`src/rtl/hyp_pkg.sv`:
```
// Single chip, one byte per clk_i cycle, 24-bit word address, no bursts and no byte masking
package hyp_pkg;

    // Widths shared by host, register port and bus
    typedef logic [23:0] hyp_addr_t;
    typedef logic [31:0] hyp_data_t;
    typedef logic [7:0]  hyp_byte_t;
    typedef logic [3:0]  hyp_lat_t;
    typedef logic [15:0] hyp_cnt_t;
    typedef logic [3:0]  hyp_reg_addr_t;

    // Register map
    localparam hyp_reg_addr_t REG_LATENCY = 4'd0;
    localparam hyp_reg_addr_t REG_CTRL    = 4'd1;
    localparam hyp_reg_addr_t REG_STATUS  = 4'd2;

    // Bytes per phase of one transfer
    localparam int unsigned CA_BYTES   = 4;
    localparam int unsigned DATA_BYTES = 4;

    // Sequencer states
    typedef enum logic [2:0] {
        IDLE,
        STARTUP,
        CMD,
        LATENCY,
        WDATA,
        RDATA,
        GAP
    } hyp_state_e;

endpackage
```
`src/rtl/hyp_cfg_regs.sv`:
```
// Register reads are combinational from reg_addr_i; latency values below 2 are illegal
`timescale 1ns/1ps

module hyp_cfg_regs #(
    parameter hyp_pkg::hyp_lat_t DefaultLatency = 4'd6
) (
    input  logic                   clk_i,
    input  logic                   rst_n_i,
    input  logic                   reg_valid_i,
    input  logic                   reg_we_i,
    input  hyp_pkg::hyp_reg_addr_t reg_addr_i,
    input  hyp_pkg::hyp_data_t     reg_wdata_i,
    output hyp_pkg::hyp_data_t     reg_rdata_o,
    input  logic                   done_i,
    output hyp_pkg::hyp_lat_t      latency_o,
    output logic                   mem_rst_n_o
);

    hyp_pkg::hyp_lat_t latency_q;
    logic              mem_rst_n_q;
    hyp_pkg::hyp_cnt_t done_cnt_q;

    logic wr_latency;
    logic wr_ctrl;
    logic wr_status;

    assign wr_latency = reg_valid_i && reg_we_i && (reg_addr_i == hyp_pkg::REG_LATENCY);
    assign wr_ctrl    = reg_valid_i && reg_we_i && (reg_addr_i == hyp_pkg::REG_CTRL);
    assign wr_status  = reg_valid_i && reg_we_i && (reg_addr_i == hyp_pkg::REG_STATUS);

    always_ff @(posedge clk_i) begin
        if (!rst_n_i) begin
            latency_q   <= DefaultLatency;
            mem_rst_n_q <= 1'b1;
            done_cnt_q  <= '0;
        end else begin
            if (wr_latency) begin
                latency_q <= reg_wdata_i[3:0];
            end
            if (wr_ctrl) begin
                mem_rst_n_q <= reg_wdata_i[0];
            end
            // Clear has priority over a coincident done pulse
            if (wr_status) begin
                done_cnt_q <= '0;
            end else if (done_i) begin
                done_cnt_q <= done_cnt_q + hyp_pkg::hyp_cnt_t'(1);
            end
        end
    end

    always_comb begin
        case (reg_addr_i)
            hyp_pkg::REG_LATENCY: reg_rdata_o = {28'd0, latency_q};
            hyp_pkg::REG_CTRL:    reg_rdata_o = {31'd0, mem_rst_n_q};
            hyp_pkg::REG_STATUS:  reg_rdata_o = {16'd0, done_cnt_q};
            default:              reg_rdata_o = '0;
        endcase
    end

    assign latency_o   = latency_q;
    assign mem_rst_n_o = mem_rst_n_q;

    // Sequencer needs at least two wait cycles for the device turnaround
    a_latency_min : assert property (
        @(posedge clk_i) disable iff (!rst_n_i)
        wr_latency |-> (reg_wdata_i[3:0] >= 4'd2)
    ) else $error("latency written below 2");

endmodule

```
`config.mk`:
```
export PLATFORM = sky130hd
export DESIGN_NAME = hyp_cfg_regs
export DESIGN_NICKNAME = d
export VERILOG_FILES = /design/src/rtl/hyp_pkg.sv /design/src/rtl/hyp_cfg_regs.sv
export SDC_FILE = /design/constraint.sdc
export NUM_CORES = 1
export LEC_CHECK = 0
export BUFFER_PORTS_ARGS = -buffer_cell sky130_fd_sc_hd__clkbuf_2
export CAP_MARGIN = 5
export CORE_AREA = 2 2 62 64
export DETAILED_ROUTE_END_ITERATION = 8
export DIE_AREA = 0 0 64 66
export PLACE_DENSITY = 0.66
export SKIP_CTS_REPAIR_TIMING = 1
export SLEW_MARGIN = 10
export SYNTH_ARGS = -nofsm -noshare
export SYNTH_HDL_FRONTEND = slang
export SYNTH_SLANG_ARGS = --single-unit
export TNS_END_PERCENT = 100
```
`constraint.sdc`:
```
create_clock -name clk_i -period 2.42 [get_ports clk_i]
set_input_delay 0.484 -clock clk_i [delete_from_list [all_inputs] [get_ports clk_i]]
set_output_delay 0.484 -clock clk_i [all_outputs]
set_load 0.005 [all_outputs]
```
# ---- Yosys cells after proc, flatten, opt, wreduce, memory -nomap -nowiden
# Cells that the tools add are included.
dict set report totals {
  ff_bits 21
  in_bits 41
  output_inout_bits 37
  word_cells 14
}
dict set report classes {
  n_addsub 1
  n_eq_ne 2
  n_mux 1
  bitwise_logic 1
  n_reduce_logical 6
}
# op count
set op_table {}
lappend op_table {{one-hot mux 16 bit (3 select lines)} 1}
lappend op_table {{adder 16 x 1 -> 16 bit (second input constant)} 1}
lappend op_table {{equality test 4 x 1 -> 1 bit (second input constant)} 1}
lappend op_table {{equality test 4 x 2 -> 1 bit (second input constant)} 1}
lappend op_table {{logical AND 1 bit} 4}
lappend op_table {{logical NOT 4 bit} 1}
lappend op_table {{OR reduction 2 bit} 1}
lappend op_table {{inverter 1 bit} 1}

# ---- Longest topological paths before layout
dict set report logic_depth {
  ltp_word 3
  depth_mapped 6
  depth_no_buf 5
}

# ---- Worst setup path before layout
# Ideal clock, no wire load.
dict set report synth_path {
  path_kind {input port to output port}
  startpoint {input reg_addr_i[1]}
  endpoint {output reg_rdata_o[10]}
  t_arrival_ns 1.439
  t_required_ns 1.936
  slack_ns 0.497
  stages 4
  n_path_buf 2
  path_cell_list {buf_2 nor4b_1 clkbuf_1 and2_1}
}
dict set report synth_between {
  elab_chain_cells 2
  word_cells_on_any_way 4
  classes_between {2 x eq/ne; 1 x mux; 1 x reduce/logical}
}
# item line
set synth_rtl {}
lappend synth_rtl {{start, declared} hyp_cfg_regs.sv:11} ;# input hyp_pkg::hyp_reg_addr_t reg_addr_i,
lappend synth_rtl {{equality test 4 x 2 -> 1 bit, or another cell as far along} hyp_cfg_regs.sv:53} ;# case (reg_addr_i)
lappend synth_rtl {{one-hot mux 16 bit (3 select lines) (*)} hyp_cfg_regs.sv:53}
lappend synth_rtl {{end, declared} hyp_cfg_regs.sv:13} ;# output hyp_pkg::hyp_data_t reg_rdata_o,
# Every way passes the cells marked *; elsewhere a longest branch is shown, timed or not.

# ---- Worst setup path in the final report
# Same ends and word-level chain as after synthesis.

==> flow_metrics.tcl <==
set metrics [dict create \
    postSynthCellCount 142 \
    h-tree-depth 1 \
    critPathMaxStageDelay_ps 240 \
    timing.fmax_mhz 534 \
    antenna_found_initial 0 \
    fillers 382 \
    portBuffers 33 \
    ant_nets 0 \
    status "finished, final reports clean" \
    grt_use_total_pct 12.2 \
    critPathCaptureType "output pin" \
    die-area_sq_um 4220 \
    worst_pin_slew_ps 555 \
    ys_ff_latch 21 \
    drt_pre_antenna_iters 3 \
    fin_crit_ps 1870 \
    drv_cap 0 \
    final_cell_mix "clkbuf_2 (33), dfxtp_1 (21), nor2_1 (19)" \
    dp_hpwl_mm 1.82 \
    hp-start "reg_wdata_i[1]" \
    place_inst 221 \
    crit_chain "clkbuf_2 > nor4b_2 > buf_4 > and2_1 > clkbuf_2" \
    crit_path_top_delay_cell "nor4b_2" \
    cp_max_fo 13 \
    critPathKind "primary input to output pin" \
    coreArea_sq_um 3550 \
    critPathRequiredTime_ps 1940 \
    drtIter0Drc 11 \
    cp_data_arrival_time_ps 1390 \
    seq_power_share_pct 62.3 \
    nNetsFinal 220 \
    wl_met1_mm 1.06 \
    die_width_um 64 \
    cp_common_cell "clkbuf_2" \
    root_buffer "clkbuf_4" \
    crit_start "reg_addr_i[1]" \
    rows 22 \
    cts_sinks 21 \
    drc 0 \
    clock_skew_ps 11.1 \
    p_clk_share_pct 28.7 \
    finalHoldViolations 0 \
    avgRoutedWirePerCell_um 10.5 \
    avgSynthCellArea_sq_um 8.39 \
    r2r_start "done_cnt_q[3]$_SDFFE_PP0P_" \
    clkTransAtPathRegs_ps 100 \
    wl_met2_mm 1.17 \
    synth_flop_cell "dfxtp_1" \
    seq_area_sq_um 420 \
    slew_viol_final 0 \
    grt_start_max_net_pins 17 \
    wirelength_mm 2.36 \
    setup_viol 0 \
    rsz0062_at_grt "false" \
    fin_crit_sh_pct 77.3 \
    slew_headroom_pct 62.9 \
    highest_layer "met4" \
    yosysWarnings 0 \
    place_congestion 0.757 \
    ios 78 \
    cp-start-kind "primary input" \
    path_buf_inv 3 \
    antenna_cells 0 \
    cellLeakagePower_nw 0.595 \
    synth_edf_count 0 \
    cts_made_buffers 3 \
    cts.path.max_buffers 2 \
    fin_setup_tns_ps 0 \
    grt_pass1_vias 939 \
    synthDistinctLibCells 28 \
    multi_input_area_sq_um 678 \
    grt-ovfl-total 0 \
    p_comb_share_pct 9.1 \
    vias 1018 \
    drive_gt1_share_pct 24.9 \
    ys_seq_area_share_pct 35.3 \
    chipHeight_um 66 \
    cpLargestDelayFamily "buffers and inverters" \
    worstHoldPathType "primary input to flip-flop" \
    p_per_area_nw_per_um2 410 \
    via_per_inst 4.52 \
    switching_share_pct 23.7 \
    met3_length_um 72 \
    p_int_mw 0.434 \
    final_common_cell "clkbuf_2" \
    start_util_pct 33.5 \
    power_switching_mw 0.135 \
    cts_tree "built" \
    grt_pass1_wl_mm 4.08 \
    syn_area_sq_um 1190 \
    fin_cells 225 \
    async_reset_ff_share_pct 0 \
    clk_latency_ps 300 \
    ir_drop_mv 0.278 \
    syn2layout_area_growth_pct 16.5 \
]
-- worst paths after layout --
path | to | slack [ps] | cells past startpoint
max | reg_rdata_o[10] | 550 | 5
min | latency_o[1]$_SDFFE_PN1P_ | 410 | 3
min reg2reg | done_cnt_q[15]$_SDFFE_PP0P_ | 510 | 2
max reg2reg | done_cnt_q[15]$_SDFFE_PP0P_ | 600 | 4
-- synthesized netlist by cell type, types with 2 or more instances --
| library cell | instances | share of area [%] |
|---|---|---|
| nand4_1 | 4 | 2.1 |
| o21ai_0 | 4 | 1.7 |
| inv_1 | 6 | 1.9 |
| and2_1 | 12 | 6.3 |
| mux2i_1 | 10 | 8.4 |
| dfxtp_1 | 21 | 35 |
| nand2_1 | 9 | 2.8 |
| xnor2_1 | 7 | 5.1 |
| a21oi_1 | 4 | 1.7 |
| nor2_1 | 19 | 6.0 |
| xor2_1 | 4 | 2.9 |
| nor3b_1 | 2 | 1.3 |
| clkbuf_1 | 2 | 0.63 |
| nor4_1 | 4 | 2.1 |
| nand3_1 | 3 | 1.3 |
| or3_1 | 4 | 2.1 |
| buf_4 | 16 | 10 |
-- flip-flops by register name (all words and copies together) (netlist names) --
register     flops
done_cnt_q      16
latency_o        4
mem_rst_n_o      1
-- layer usage --
metal | vias up | GRT usage, %
li1 | 513 | -
met1 | 479 | 14.7
met2 | 22 | 20.6
met3 | 4 | 1.70
met4 | 0 | 7.34
met5 | - | 0
-- through the flow --
stage / hold slack (ps) / setup slack (ps) / total power, mW / area, sq um / utilization [%]
after floorplan: 454 / 497 / 0.411 / 1250 / -
after global placement: 467 / 529 / 0.413 / 1360 / 38.3
after detailed placement: 497 / 477 / 0.414 / 1360 / 38.3
after CTS: 397 / 528 / 0.578 / 1390 / 39.1
after global routing: 391 / 443 / 0.602 / 1390 / 39.1
final: 405 / 548 / 0.569 / 1390 / 39.1
-- area by class of cell --
class	count	area share, %
inverters	6	1.62
clock buffers	4	1.89
multi-input cells	111	48.9
repair buffers	35	13.0
well taps	48	4.33
flip-flops and latches	21	30.3
-- worst reg2reg max path: stages (launching register included) --
cell     delay (ps)
dfxtp_1         500
nand4_4         180
or4_4           580
or3_1           360
a21oi_1         140
-- power by group through the flow --
stage	Clock (mW)	Combinational (mW)	Sequential [mW]
2_1_floorplan	0	0.0496	0.361
3_3_place_gp	0	0.0506	0.362
3_5_place_dp	0	0.0520	0.362
4_1_cts	0.171	0.0522	0.355
5_1_grt	0.187	0.0599	0.355
6_report	0.163	0.0517	0.354
-- kinds of logic after synthesis --
group,count (synthesis),share of synthesized area [%]
XOR/XNOR,11,8.09
other,1,0.315
multiplexers,10,8.40
buffers and inverters,25,13.0
AND/OR/NAND/NOR,64,29.9
AO/OA/AOI/OAI,9,3.89
flip-flops,21,35.3
adder cells (fa/ha/maj),1,1.05
Power figures use the tool's default switching activity.
