**src/rtl/hyp_pkg.sv**
```systemverilog
// Single chip, one byte per clk_i cycle, 24-bit word address, no bursts and no byte masking
package hyp_pkg;

    // Widths shared by host, register port and bus
    typedef logic [23:0] hyp_addr_t;
    typedef logic [31:0] hyp_data_t;
    typedef logic [7:0]  hyp_byte_t;
    typedef logic [3:0]  hyp_lat_t;
    typedef logic [15:0] hyp_cnt_t;
    typedef logic [3:0]  hyp_reg_addr_t;

    // Register map
    localparam hyp_reg_addr_t REG_LATENCY = 4'd0;
    localparam hyp_reg_addr_t REG_CTRL    = 4'd1;
    localparam hyp_reg_addr_t REG_STATUS  = 4'd2;

    // Bytes per phase of one transfer
    localparam int unsigned CA_BYTES   = 4;
    localparam int unsigned DATA_BYTES = 4;

    // Sequencer states
    typedef enum logic [2:0] {
        IDLE,
        STARTUP,
        CMD,
        LATENCY,
        WDATA,
        RDATA,
        GAP
    } hyp_state_e;

endpackage
```
**src/rtl/hyp_ctrl.sv**
```systemverilog
// Requests are single-cycle strobes taken only while busy_o is low; reads wait without timeout
`timescale 1ns/1ps

module hyp_ctrl #(
    parameter int StartupCycles = 64
) (
    input  logic               clk_i,
    input  logic               rst_n_i,
    input  logic               req_i,
    input  logic               req_we_i,
    input  hyp_pkg::hyp_addr_t req_addr_i,
    input  hyp_pkg::hyp_data_t req_wdata_i,
    output logic               busy_o,
    output logic               rsp_valid_o,
    output hyp_pkg::hyp_data_t rsp_rdata_o,
    input  hyp_pkg::hyp_lat_t  latency_i,
    input  logic               mem_rst_n_i,
    output logic               done_o,
    output logic               cs_no,
    output logic               ck_o,
    output hyp_pkg::hyp_byte_t dq_o,
    output logic               dq_oe_o,
    output logic               rwds_o,
    output logic               rwds_oe_o,
    input  hyp_pkg::hyp_byte_t dq_i,
    input  logic               rwds_i,
    output logic               hyper_reset_no
);

    localparam int unsigned StCntW = (StartupCycles > 1) ? $clog2(StartupCycles) : 1;
    localparam logic [StCntW-1:0] StLast = StCntW'(StartupCycles - 1);
    localparam logic [1:0] CaLast   = 2'(hyp_pkg::CA_BYTES - 1);
    localparam logic [1:0] DataLast = 2'(hyp_pkg::DATA_BYTES - 1);

    hyp_pkg::hyp_state_e state_q;
    logic [1:0]          byte_cnt_q;
    hyp_pkg::hyp_lat_t   lat_cnt_q;
    logic [StCntW-1:0]   st_cnt_q;
    logic                we_q;
    logic                ck_q;
    logic                rsp_valid_q;

    hyp_pkg::hyp_data_t  tx_q;
    hyp_pkg::hyp_data_t  wdata_q;
    logic [23:0]         rx_q;
    hyp_pkg::hyp_data_t  rsp_rdata_q;

    logic bus_active;
    logic lat_done;
    logic rd_accept;

    assign bus_active = (state_q == hyp_pkg::CMD) || (state_q == hyp_pkg::LATENCY) ||
                        (state_q == hyp_pkg::WDATA) || (state_q == hyp_pkg::RDATA);
    assign lat_done   = (state_q == hyp_pkg::LATENCY) && (lat_cnt_q == '0);
    // Captured byte counts only when the device flags it valid
    assign rd_accept  = (state_q == hyp_pkg::RDATA) && rwds_i;

    always_ff @(posedge clk_i) begin
        if (!rst_n_i) begin
            state_q     <= hyp_pkg::STARTUP;
            byte_cnt_q  <= '0;
            lat_cnt_q   <= '0;
            st_cnt_q    <= '0;
            we_q        <= 1'b0;
            ck_q        <= 1'b0;
            rsp_valid_q <= 1'b0;
        end else begin
            rsp_valid_q <= 1'b0;
            ck_q        <= bus_active ? ~ck_q : 1'b0;
            case (state_q)
                hyp_pkg::STARTUP: begin
                    if (st_cnt_q == StLast) begin
                        state_q <= hyp_pkg::IDLE;
                    end else begin
                        st_cnt_q <= st_cnt_q + 1'b1;
                    end
                end
                hyp_pkg::IDLE: begin
                    if (req_i) begin
                        state_q    <= hyp_pkg::CMD;
                        we_q       <= req_we_i;
                        byte_cnt_q <= '0;
                    end
                end
                hyp_pkg::CMD: begin
                    byte_cnt_q <= byte_cnt_q + 1'b1;
                    if (byte_cnt_q == CaLast) begin
                        state_q   <= hyp_pkg::LATENCY;
                        lat_cnt_q <= latency_i - hyp_pkg::hyp_lat_t'(1);
                    end
                end
                hyp_pkg::LATENCY: begin
                    if (lat_done) begin
                        state_q    <= we_q ? hyp_pkg::WDATA : hyp_pkg::RDATA;
                        byte_cnt_q <= '0;
                    end else begin
                        lat_cnt_q <= lat_cnt_q - hyp_pkg::hyp_lat_t'(1);
                    end
                end
                hyp_pkg::WDATA: begin
                    byte_cnt_q <= byte_cnt_q + 1'b1;
                    if (byte_cnt_q == DataLast) begin
                        state_q <= hyp_pkg::GAP;
                    end
                end
                hyp_pkg::RDATA: begin
                    if (rd_accept) begin
                        byte_cnt_q <= byte_cnt_q + 1'b1;
                        if (byte_cnt_q == DataLast) begin
                            state_q     <= hyp_pkg::GAP;
                            rsp_valid_q <= 1'b1;
                        end
                    end
                end
                default: begin
                    state_q <= hyp_pkg::IDLE;
                end
            endcase
        end
    end

    // Shift registers for outgoing and incoming bytes
    always_ff @(posedge clk_i) begin
        if ((state_q == hyp_pkg::IDLE) && req_i) begin
            tx_q    <= {req_we_i ? 8'h00 : 8'h80, req_addr_i};
            wdata_q <= req_wdata_i;
        end else if (lat_done) begin
            tx_q <= wdata_q;
        end else if ((state_q == hyp_pkg::CMD) || (state_q == hyp_pkg::WDATA)) begin
            tx_q <= {tx_q[23:0], 8'h00};
        end
        if (rd_accept) begin
            rx_q <= {rx_q[15:0], dq_i};
            if (byte_cnt_q == DataLast) begin
                rsp_rdata_q <= {rx_q, dq_i};
            end
        end
    end

    assign busy_o      = (state_q != hyp_pkg::IDLE);
    assign rsp_valid_o = rsp_valid_q;
    assign rsp_rdata_o = rsp_rdata_q;
    assign done_o      = (state_q == hyp_pkg::GAP);

    assign cs_no     = ~bus_active;
    assign ck_o      = ck_q && bus_active;
    assign dq_o      = tx_q[31:24];
    assign dq_oe_o   = (state_q == hyp_pkg::CMD) || (state_q == hyp_pkg::WDATA);
    // No byte masking, every written byte is enabled
    assign rwds_o    = 1'b0;
    assign rwds_oe_o = (state_q == hyp_pkg::WDATA);

    assign hyper_reset_no = (state_q != hyp_pkg::STARTUP) && mem_rst_n_i;

    a_no_req_when_busy : assert property (
        @(posedge clk_i) disable iff (!rst_n_i)
        busy_o |-> !req_i
    ) else $error("req_i pulsed while busy, request dropped");

    // Bytes seen in RDATA were captured a cycle earlier, so DQ must already be released then
    a_no_drive_in_rdata : assert property (
        @(posedge clk_i) disable iff (!rst_n_i)
        (state_q == hyp_pkg::RDATA) |-> !$past(dq_oe_o)
    ) else $error("DQ driven during read data phase");

endmodule

```
**config.mk**
```make
export PLATFORM = sky130hd
export DESIGN_NAME = hyp_ctrl
export DESIGN_NICKNAME = d
export VERILOG_FILES = /design/src/rtl/hyp_pkg.sv /design/src/rtl/hyp_ctrl.sv
export SDC_FILE = /design/constraint.sdc
export NUM_CORES = 1
export LEC_CHECK = 0
export ABC_AREA = 1
export BUFFER_PORTS_ARGS = -buffer_cell sky130_fd_sc_hd__buf_2
export CELL_PAD_IN_SITES_DETAIL_PLACEMENT = 1
export CELL_PAD_IN_SITES_GLOBAL_PLACEMENT = 1
export CORE_AREA = 2 2 119 121
export DETAILED_ROUTE_END_ITERATION = 8
export DIE_AREA = 0 0 121 123
export PLACE_DENSITY = 0.86
export SYNTH_ARGS = -nofsm -noshare
export SYNTH_HDL_FRONTEND = slang
export SYNTH_SLANG_ARGS = --single-unit
```
**constraint.sdc**
```tcl
create_clock -name clk_i -period 9.39 [get_ports clk_i]
set_clock_uncertainty 0.05 [all_clocks]
set_input_delay 1.4085 -clock clk_i [delete_from_list [all_inputs] [get_ports clk_i]]
set_output_delay 1.4085 -clock clk_i [all_outputs]
set_load 0.01 [all_outputs]
```
== Word level (Yosys, flattened, before mapping) ==
Cells that the tools add are included.

* Word-level logic and storage cells: 77
* Input port bits: 74
* Output and inout bits: 49
* Bits in registers: 138

* Muxes and demuxes: 20
* Add/sub/neg operators: 4
* Equal/unequal tests: 15
* Bitwise operators: 3
* Reduce and logical (&&, ||, !) cells: 24

{| class="wikitable"
|+ Operator list
! operator !! number
|-
| 2-to-1 mux 32 bit || 3
|-
| 2-to-1 mux 3 bit || 6
|-
| one-hot mux 3 bit (6 select lines) || 1
|-
| inequality test 2 bit (second input constant) || 5
|-
| equality test 3 bit (second input constant) || 3
|-
| 2-to-1 mux 4 bit || 2
|-
| 2-to-1 mux 8 bit || 1
|-
| one-hot mux 2 bit (4 select lines) || 1
|-
| one-hot mux 4 bit (2 select lines) || 1
|-
| AND reduction 2 bit || 4
|-
| subtractor 4 x 1 -> 4 bit (second input constant) || 2
|-
| adder 6 x 1 -> 6 bit (second input constant) || 1
|-
| equality test 3 x 2 -> 1 bit (second input constant) || 2
|-
| equality test 6 bit (second input constant) || 1
|-
| 2-to-1 mux 2 bit || 3
|-
| AND reduction 3 bit || 2
|-
| nonzero test 3 bit || 2
|-
| logical AND 1 bit || 5
|-
| AND reduction 5 bit || 1
|-
| zero test 4 bit || 1
|-
| logical OR 1 bit || 4
|-
| AND reduction 4 bit || 1
|-
| nonzero test 4 bit || 1
|-
| equality test 3 x 1 -> 1 bit (second input constant) || 1
|-
| 9 further kinds || 12
|}

== Logic depth before layout (Yosys ltp) ==
Gate-level depths: netlist of run 1.

* Word-level depth: 5
* Gate-level depth with buffers: 10
* Gate-level depth less buffers: 9

== Least setup slack after synthesis of run 1 ==
No wires, ideal clock.

* Path kind: input -> register
* Start point: in rwds_i
* End point: reg rsp_rdata_q[0], in the netlist rsp_rdata_o[0], enable pin
* Arrival: 3,721 ps
* Buffers on the path: 0
* Slack: 5,157 ps
* Data required time: 8,879 ps
* Stages on the path: 2
* Setup time: 461 ps
* Path through: inv_1 -> nor3_1

* Longest elaborated chain between the ends: 2

{| class="wikitable"
|+ RTL lines
! what !! line !! text
|-
| start: declaration || hyp_ctrl.sv:26 || <nowiki>input logic rwds_i,</nowiki>
|-
| logical AND 1 bit || hyp_ctrl.sv:56 || <nowiki>assign rd_accept = (state_q == hyp_pkg::RDATA) && rwds_i;</nowiki>
|-
| AND reduction 2 bit (no source line) || - ||
|-
| end signal: assignment || hyp_ctrl.sv:135 || <nowiki>rsp_rdata_q <= {rx_q, dq_i};</nowiki>
|-
| end: declaration || hyp_ctrl.sv:46 || <nowiki>hyp_pkg::hyp_data_t rsp_rdata_q;</nowiki>
|}

No other way between the ends.
A chain may end at the register's enable or synchronous reset.

== Worst setup path after layout of run 1 ==
* Start point: in req_i
* End point: reg tx_q[31], data pin

* Longest elaborated chain between the ends: 2

{| class="wikitable"
|+ RTL lines
! what !! line !! text
|-
| start: declaration || hyp_ctrl.sv:9 || <nowiki>input logic req_i,</nowiki>
|-
| logical AND 1 bit || hyp_ctrl.sv:124 || <nowiki>if ((state_q == hyp_pkg::IDLE) && req_i) begin</nowiki>
|-
| 2-to-1 mux 32 bit || hyp_ctrl.sv:124 ||
|-
| end signal: assignment || hyp_ctrl.sv:125 || <nowiki>tx_q <= {req_we_i ? 8'h00 : 8'h80, req_addr_i};</nowiki>
|-
| end signal: assignment || hyp_ctrl.sv:128 || <nowiki>tx_q <= wdata_q;</nowiki>
|-
| end signal: assignment || hyp_ctrl.sv:130 || <nowiki>tx_q <= {tx_q[23:0], 8'h00};</nowiki>
|-
| end: declaration || hyp_ctrl.sv:43 || <nowiki>hyp_pkg::hyp_data_t tx_q;</nowiki>
|}

No other way between the ends.

==> results of run 1 <==
[routing by layer]
layer | global-route usage [%] | wire, µm
met3 | 5.63 | 744
met5 | 0 | 13
met1 | 19.5 | 4800
met2 | 30.1 | 6460
met4 | 7.05 | 179
[where the power goes]
| group | internal, W | total, W | switching (W) |
|---|---|---|---|
| combinational | 0.000130 | 0.000394 | 0.000264 |
| sequential | 0.000828 | 0.000875 | 0.0000466 |
| clock | 0.000421 | 0.000674 | 0.000254 |
| total | 0.00138 | 0.00194 | 0.000564 |
[cells in the mapped netlist (all sizes together), types with 3 or more instances]
cell type / instances
a21oi: 43
o21ai: 22
nand4: 3
dfxtp: 18
nand2: 58
nor3: 3
a22o: 8
edfxtp: 120
buf: 20
ha: 3
nor2: 54
nand3: 12
inv: 33
[worst paths after layout]
check | depth (start not counted) | slack, ns | from | end
worst max-delay path | 5 | 6.11 | req_i | tx_q[31]
worst min-delay path | 0 | 0.36 | rx_q[17] | rsp_rdata_o[25]
worst max register to register | 5 | 6.57 | state_q[0] | tx_q[31]
worst min register to register | 0 | 0.36 | rx_q[17] | rsp_rdata_o[25]
[cell families after synthesis]
| family | share of synthesized area (%) |
|---|---|
| AO/OA/AOI/OAI | 8.36 |
| XOR/XNOR | 0.328 |
| adder cells (fa/ha/maj) | 0.703 |
| buffers and inverters | 5.04 |
| flip-flops | 74.2 |
| other | 0.0702 |
| AND/OR/NAND/NOR | 11.3 |
[state kept, by name, summed over array words and instances, names as in the netlist, 2 cells and up]
| name | cells |
|---|---|
| rsp_rdata_o | 32 |
| tx_q | 32 |
| wdata_q | 32 |
| rx_q | 24 |
| st_cnt_q | 6 |
| lat_cnt_q | 4 |
| state_q | 3 |
| byte_cnt_q | 2 |
[final cells by class]
class	count	share of cell area (%)
Sequential cell	138	59.5
Multi-Input combinational cell	214	16.8
Timing Repair Buffer	123	9.32
Clock buffer	19	6.50
Tap cell	180	3.38
Clock inverter	13	2.54
Inverter	33	1.90
Antenna cell	2	0.0752
[placed cells by master (no fill, tap or decap), types with 2 or more instances in the layout]
cell type / count
buf_2: 121
edfxtp_1: 120
nand2_1: 52
nor2_1: 45
a21oi_1: 43
inv_1: 28
dfxtp_1: 18
o21ai_0: 17
clkbuf_16: 17
nand3_1: 9
a22o_1: 8
nor2_2: 5
nand2_2: 5
nor2_4: 4
inv_2: 4
clkinv_4: 4
o21ai_1: 3
nand4_1: 3
ha_1: 3
inv_6: 3
bufinv_16: 3
diode_2: 2
nand3_2: 2
a21boi_0: 2
nor3_1: 2
o21ai_4: 2
xnor2_1: 2
clkinv_2: 2
clkbuf_1: 2
buf_4: 2
[per-stage QoR]
| stage | util, % | hold slack [ns] |
|---|---|---|
| 2_1_floorplan | - | 0.350 |
| 3_3_place_gp | 44.5 | 0.353 |
| 3_5_place_dp | 44.5 | 0.356 |
| 4_1_cts | 48.9 | 0.368 |
| 5_1_grt | 48.9 | 0.374 |
| 6_report | 48.9 | 0.365 |
==> results by group, run 1 <==
Synth
  • Largest cells by area after synthesis: edfxtp_1 67%, dfxtp_1 6.7%, a21oi_1 4.0%
  • Post-synthesis sequential area ratio: 74.2%
  • Synth Flop Type: edfxtp_1
  • Ys async rst share: 0%
  • Distinct cells, synth: 30
  • Mapped Nets: 482
  • Post-synth EDFFs: 120
  • Synth Instances: 405
  • Post-synthesis average cell area: 13.2 µm²
  • Biggest area consumer among synthesized cells: edfxtp_1
  • Synth Register Bits: 138
  • Warnings, synthesis: 0
  • Mapped Area: 5340 µm²
  • Synth top area share: 67.5%

Clocking
  • Hold-fix buffers at CTS: 0
  • CTS sink cnt: 138
  • CTS HTree Levels: 4
  • Clock Tree Root: clkbuf_16
  • Setup Buffers After CTS: 0
  • TritonCTS clock tree: done
  • CTS-repair resized insts: 0
  • Clock transition at path regs: 0.06 ns
  • Worst skew pair latency: 0.41 ns
  • Clock tree buffer depth: 2
  • CTS Buf Count: 17

Cells and area
  • P&R area growth vs syn: 24.7%
  • Final nets: 604
  • Post-route cell area: 6660 µm²
  • Flip-flop and latch area: 3960 µm²
  • Multi-input gate area: 1120 µm²
  • Filler instances: 1,461
  • Final cell count without fillers: 722
  • Share of cells above drive strength 1: 33.1%

Global routing
  • GRT Total Usage: 17.2%
  • Vias in the first global route: 3,727
  • Grt ovf: 0
  • Initial antenna violation count: 3
  • Global-route wire length before repair: 19,000 µm
  • Largest net degree at the start of global routing: 59

Critical path
  • CP Class: in2reg
  • Crit-path max cell delay: 1.02 ns
  • CP arrival: 3.38 ns
  • CP Cell Sequence: buf_2 > nand3_2 > inv_2 > nand2_1 > a21boi_0
  • Worst Path Required: 9.49 ns
  • Startpoint Class: primary input
  • Slowest stage cell, crit path: inv_2
  • CP Capture Type: flip-flop
  • Buf/Inv on CP: 2
  • Critical path's top delay family: buffers and inverters
  • Critical path peak fanout: 58

Routing
  • Detailed-routing iteration count for the pre-antenna-repair pass: 4
  • Iteration-0 DRC count of the detailed router: 200
  • DRC viols: 0
  • Via count: 3,489
  • Avg WL per Cell: 16.9 µm
  • DR vias/cell: 4.83
  • DRT antenna net count: 0
  • WL final: 12,200 µm

Timing
  • RSZ-0062 raised after global routing: false
  • Slew headroom: 20.7%
  • Sum Neg Setup Slack: 0 ns
  • Max Transition Viols Final: 0
  • Final critical-path share of the clock period: 34.9%
  • Setup slack after layout: 6.11 ns
  • Final min period: 3.28 ns
  • Max Clk Rate: 305 MHz
  • Final setup vio count: 0
  • Least-Margin Pin Slew: 1.19 ns
  • Final hold viol count: 0

Die
  • Rows: 43
  • Core area: 13,600 µm²
  • Top-Level Pins: 123
  • Die Width: 121 µm
  • Die Y: 123 µm
  • Initial Util: 39.2%
  • Die ar.: 14,900 µm²

Pwr
  • Total power: 0.00194 W
  • Power Density: 292 nW/µm²
  • Leak: 2.65 nW
  • VDD IR-drop max: 0.159 mV

Place
  • Final RePlAce weighted congestion: 0.774
  • Dpl cell area: 6050 µm²
  • Placed cell count: 688
  • Pre-CTS WS: 5.60 ns
  • Hpwl dp: 8520 µm
  • PortBufs: 121

Status
  • Status: finished clean

Hold path
  • Worst Hold Class: reg2reg

Job
  • Max_cap viols: 0
No activity file was read; power rests on OpenSTA's default activity.
==> run 2: changes to the inputs <==
==> constraint.sdc (replaced) <==
create_clock -name clk_i -period 3.24 [get_ports clk_i]
set_clock_uncertainty 0.05 [all_clocks]
set_input_delay 0.486 -clock clk_i [delete_from_list [all_inputs] [get_ports clk_i]]
set_output_delay 0.486 -clock clk_i [all_outputs]
set_load 0.01 [all_outputs]
==> results by group, run 2 (same netlist as run 1, synthesis figures left out) <==
Routing
  • Met3 wire length: 747 µm (+0.40%)
  • DRT antenna net count: 0 (unchanged)
  • Via count: 3,554 (+1.9%)
  • Detailed-routing iteration count for the pre-antenna-repair pass: 4 (unchanged)
  • Iteration-0 DRC count of the detailed router: 277 (+39%)
  • WL final: 13,200 µm (+8.3%)
  • Avg WL per Cell: 18.2 µm (+7.8%)
  • Routed wl met2: 6880 µm (+6.4%)
  • DR vias/cell: 4.90 (+1.4%)
  • DRC viols: 0 (unchanged)
  • DR top layer: met4
  • Met1 WL: 5260 µm (+9.6%)

Job
  • Max_cap viols: 0 (unchanged)

Pwr
  • VDD IR-drop max: 0.401 mV (+150%)
  • Power Density: 830 nW/µm² (+180%)
  • Leak: 2.65 nW (+0.11%)

Timing
  • Final hold viol count: 0 (unchanged)
  • Least-Margin Pin Slew: 0.567 ns (-0.622 ns)
  • Slew headroom: 62.2% (+41 points)
  • Max Transition Viols Final: 0 (unchanged)
  • Max Clk Rate: 418 MHz
  • Final setup vio count: 0 (unchanged)
  • RSZ-0062 raised after global routing: false
  • Final min period: 2.39 ns
  • Sum Neg Setup Slack: 0 ns (unchanged)
  • Final critical-path share of the clock period: 73.9%

Critical path
  • CP arrival: 2.59 ns (-0.79 ns)
  • CP Capture Type: flip-flop
  • Startpoint Class: flip-flop
  • Critical path peak fanout: 26 (-55%)
  • Worst Path Required: 3.43 ns (-6.06 ns)
  • CP Class: reg2reg

Cells and area
  • Final nets: 608 (+0.66%)
  • P&R area growth vs syn: 24.3%
  • Multi-input gate area: 1120 µm² (+0.56%)
  • Share of cells above drive strength 1: 32.4% (-0.74 points)
  • Commonest non-fill, non-tap cells in the layout: 121 x buf_2, 120 x edfxtp_1, 52 x nand2_1
  • Final cell count without fillers: 725 (+0.42%)
  • Most common cell after layout, fill and taps aside: buf_2
  • Flip-flop and latch area: 3960 µm² (unchanged)
  • Core Util, Final: 48.8% (-0.15 points)
  • Filler instances: 1,437 (-1.6%)

Clocking
  • CTS-repair resized insts: 0 (unchanged)
  • Worst skew pair latency: 0.41 ns (about the same)
  • CTS sink cnt: 138 (unchanged)
  • Setup Buffers After CTS: 0 (unchanged)
  • TritonCTS clock tree: done
  • CTS HTree Levels: 4 (unchanged)
  • CTS Buf Count: 17 (unchanged)
  • Hold-fix buffers at CTS: 0 (unchanged)
  • Clock transition at path regs: 0.05 ns (about the same)
  • Clock tree buffer depth: 2 (unchanged)
  • Clock Tree Root: clkbuf_16

Global routing
  • Grt ovf: 0 (unchanged)
  • Initial antenna violation count: 2 (-1)
  • Vias in the first global route: 3,825 (+2.6%)
  • Global-route wire length before repair: 20,200 µm (+6.6%)
  • GRT Total Usage: 18.4% (+1.2 points)
  • Largest net degree at the start of global routing: 33 (-44%)

Die
  • Core area: 13,600 µm² (unchanged)
  • Initial Util: 39.2% (unchanged)
  • Die ar.: 14,900 µm² (unchanged)
  • Die Width: 121 µm (unchanged)
  • Die Y: 123 µm (unchanged)
  • Top-Level Pins: 123 (unchanged)
  • Rows: 43 (unchanged)

Place
  • PortBufs: 121 (unchanged)
  • Hpwl dp: 9470 µm (+11%)
  • Placed cell count: 692 (+0.58%)
  • Final RePlAce weighted congestion: 0.830 (+7.2%)

Hold path
  • Worst Hold Class: in2reg

Status
  • Status: finished clean
[run 2: cell type report]
cell class / instances / share of cell area, %
clock buffer: 29 / 7.69
antenna: 2 / 0.0754
multi-input combinational: 214 / 16.9
timing repair buffer: 127 / 9.80
clock inverter: 2 / 0.528
tap: 180 / 3.39
inverter: 33 / 1.90
sequential: 138 / 59.7
[run 2: path summary, 6_finish.rpt]
kind                   startpoint         endpoint  slack, ns  cells past startpoint
hold reg to reg          rx_q[17]  rsp_rdata_o[25]       0.37                      0
setup / recovery       state_q[0]         tx_q[31]       0.85                      6
setup reg to reg       state_q[0]         tx_q[31]       0.85                      6
hold / removal    req_wdata_i[16]      wdata_q[16]       0.20                      1
[run 2: routing by layer]
layer  global-route usage [%]  vias to the layer above
li1                         -                     1663
met1                     20.8                     1752
met2                     32.3                      112
met3                     5.58                       27
met4                     8.21                        0
met5                        0                        -
[run 2: where the power goes]
| group | total [W] | leakage, nW | internal [W] | switching [W] |
|---|---|---|---|---|
| Sequential | 0.00255 | 1.25 | 0.00240 | 0.000145 |
| Clock | 0.00178 | 0.266 | 0.00113 | 0.000648 |
| Combinational | 0.00118 | 1.14 | 0.000388 | 0.000795 |
| Total | 0.00551 | 2.65 | 0.00392 | 0.00159 |
[run 2: per-stage QoR]
step                hold WS, ns  total power [W]  area (µm²)  worst slack [ns]
global placement          0.352          0.00364        6090              1.04
global route              0.187          0.00579        6640             0.600
CTS                       0.183          0.00555        6630             0.784
finish                    0.199          0.00551        6640             0.846
floorplan                 0.350          0.00343        5350             0.763
detailed placement        0.358          0.00377        6090             0.815
[run 2: worst max-delay path, cell delays in order, from the launching register on]
cell      delay [ns]
dfxtp_1         0.43
nor2_4          0.21
nand3_2         0.47
inv_2           0.42
buf_4           0.36
a21oi_1         0.07
a21boi_0        0.20
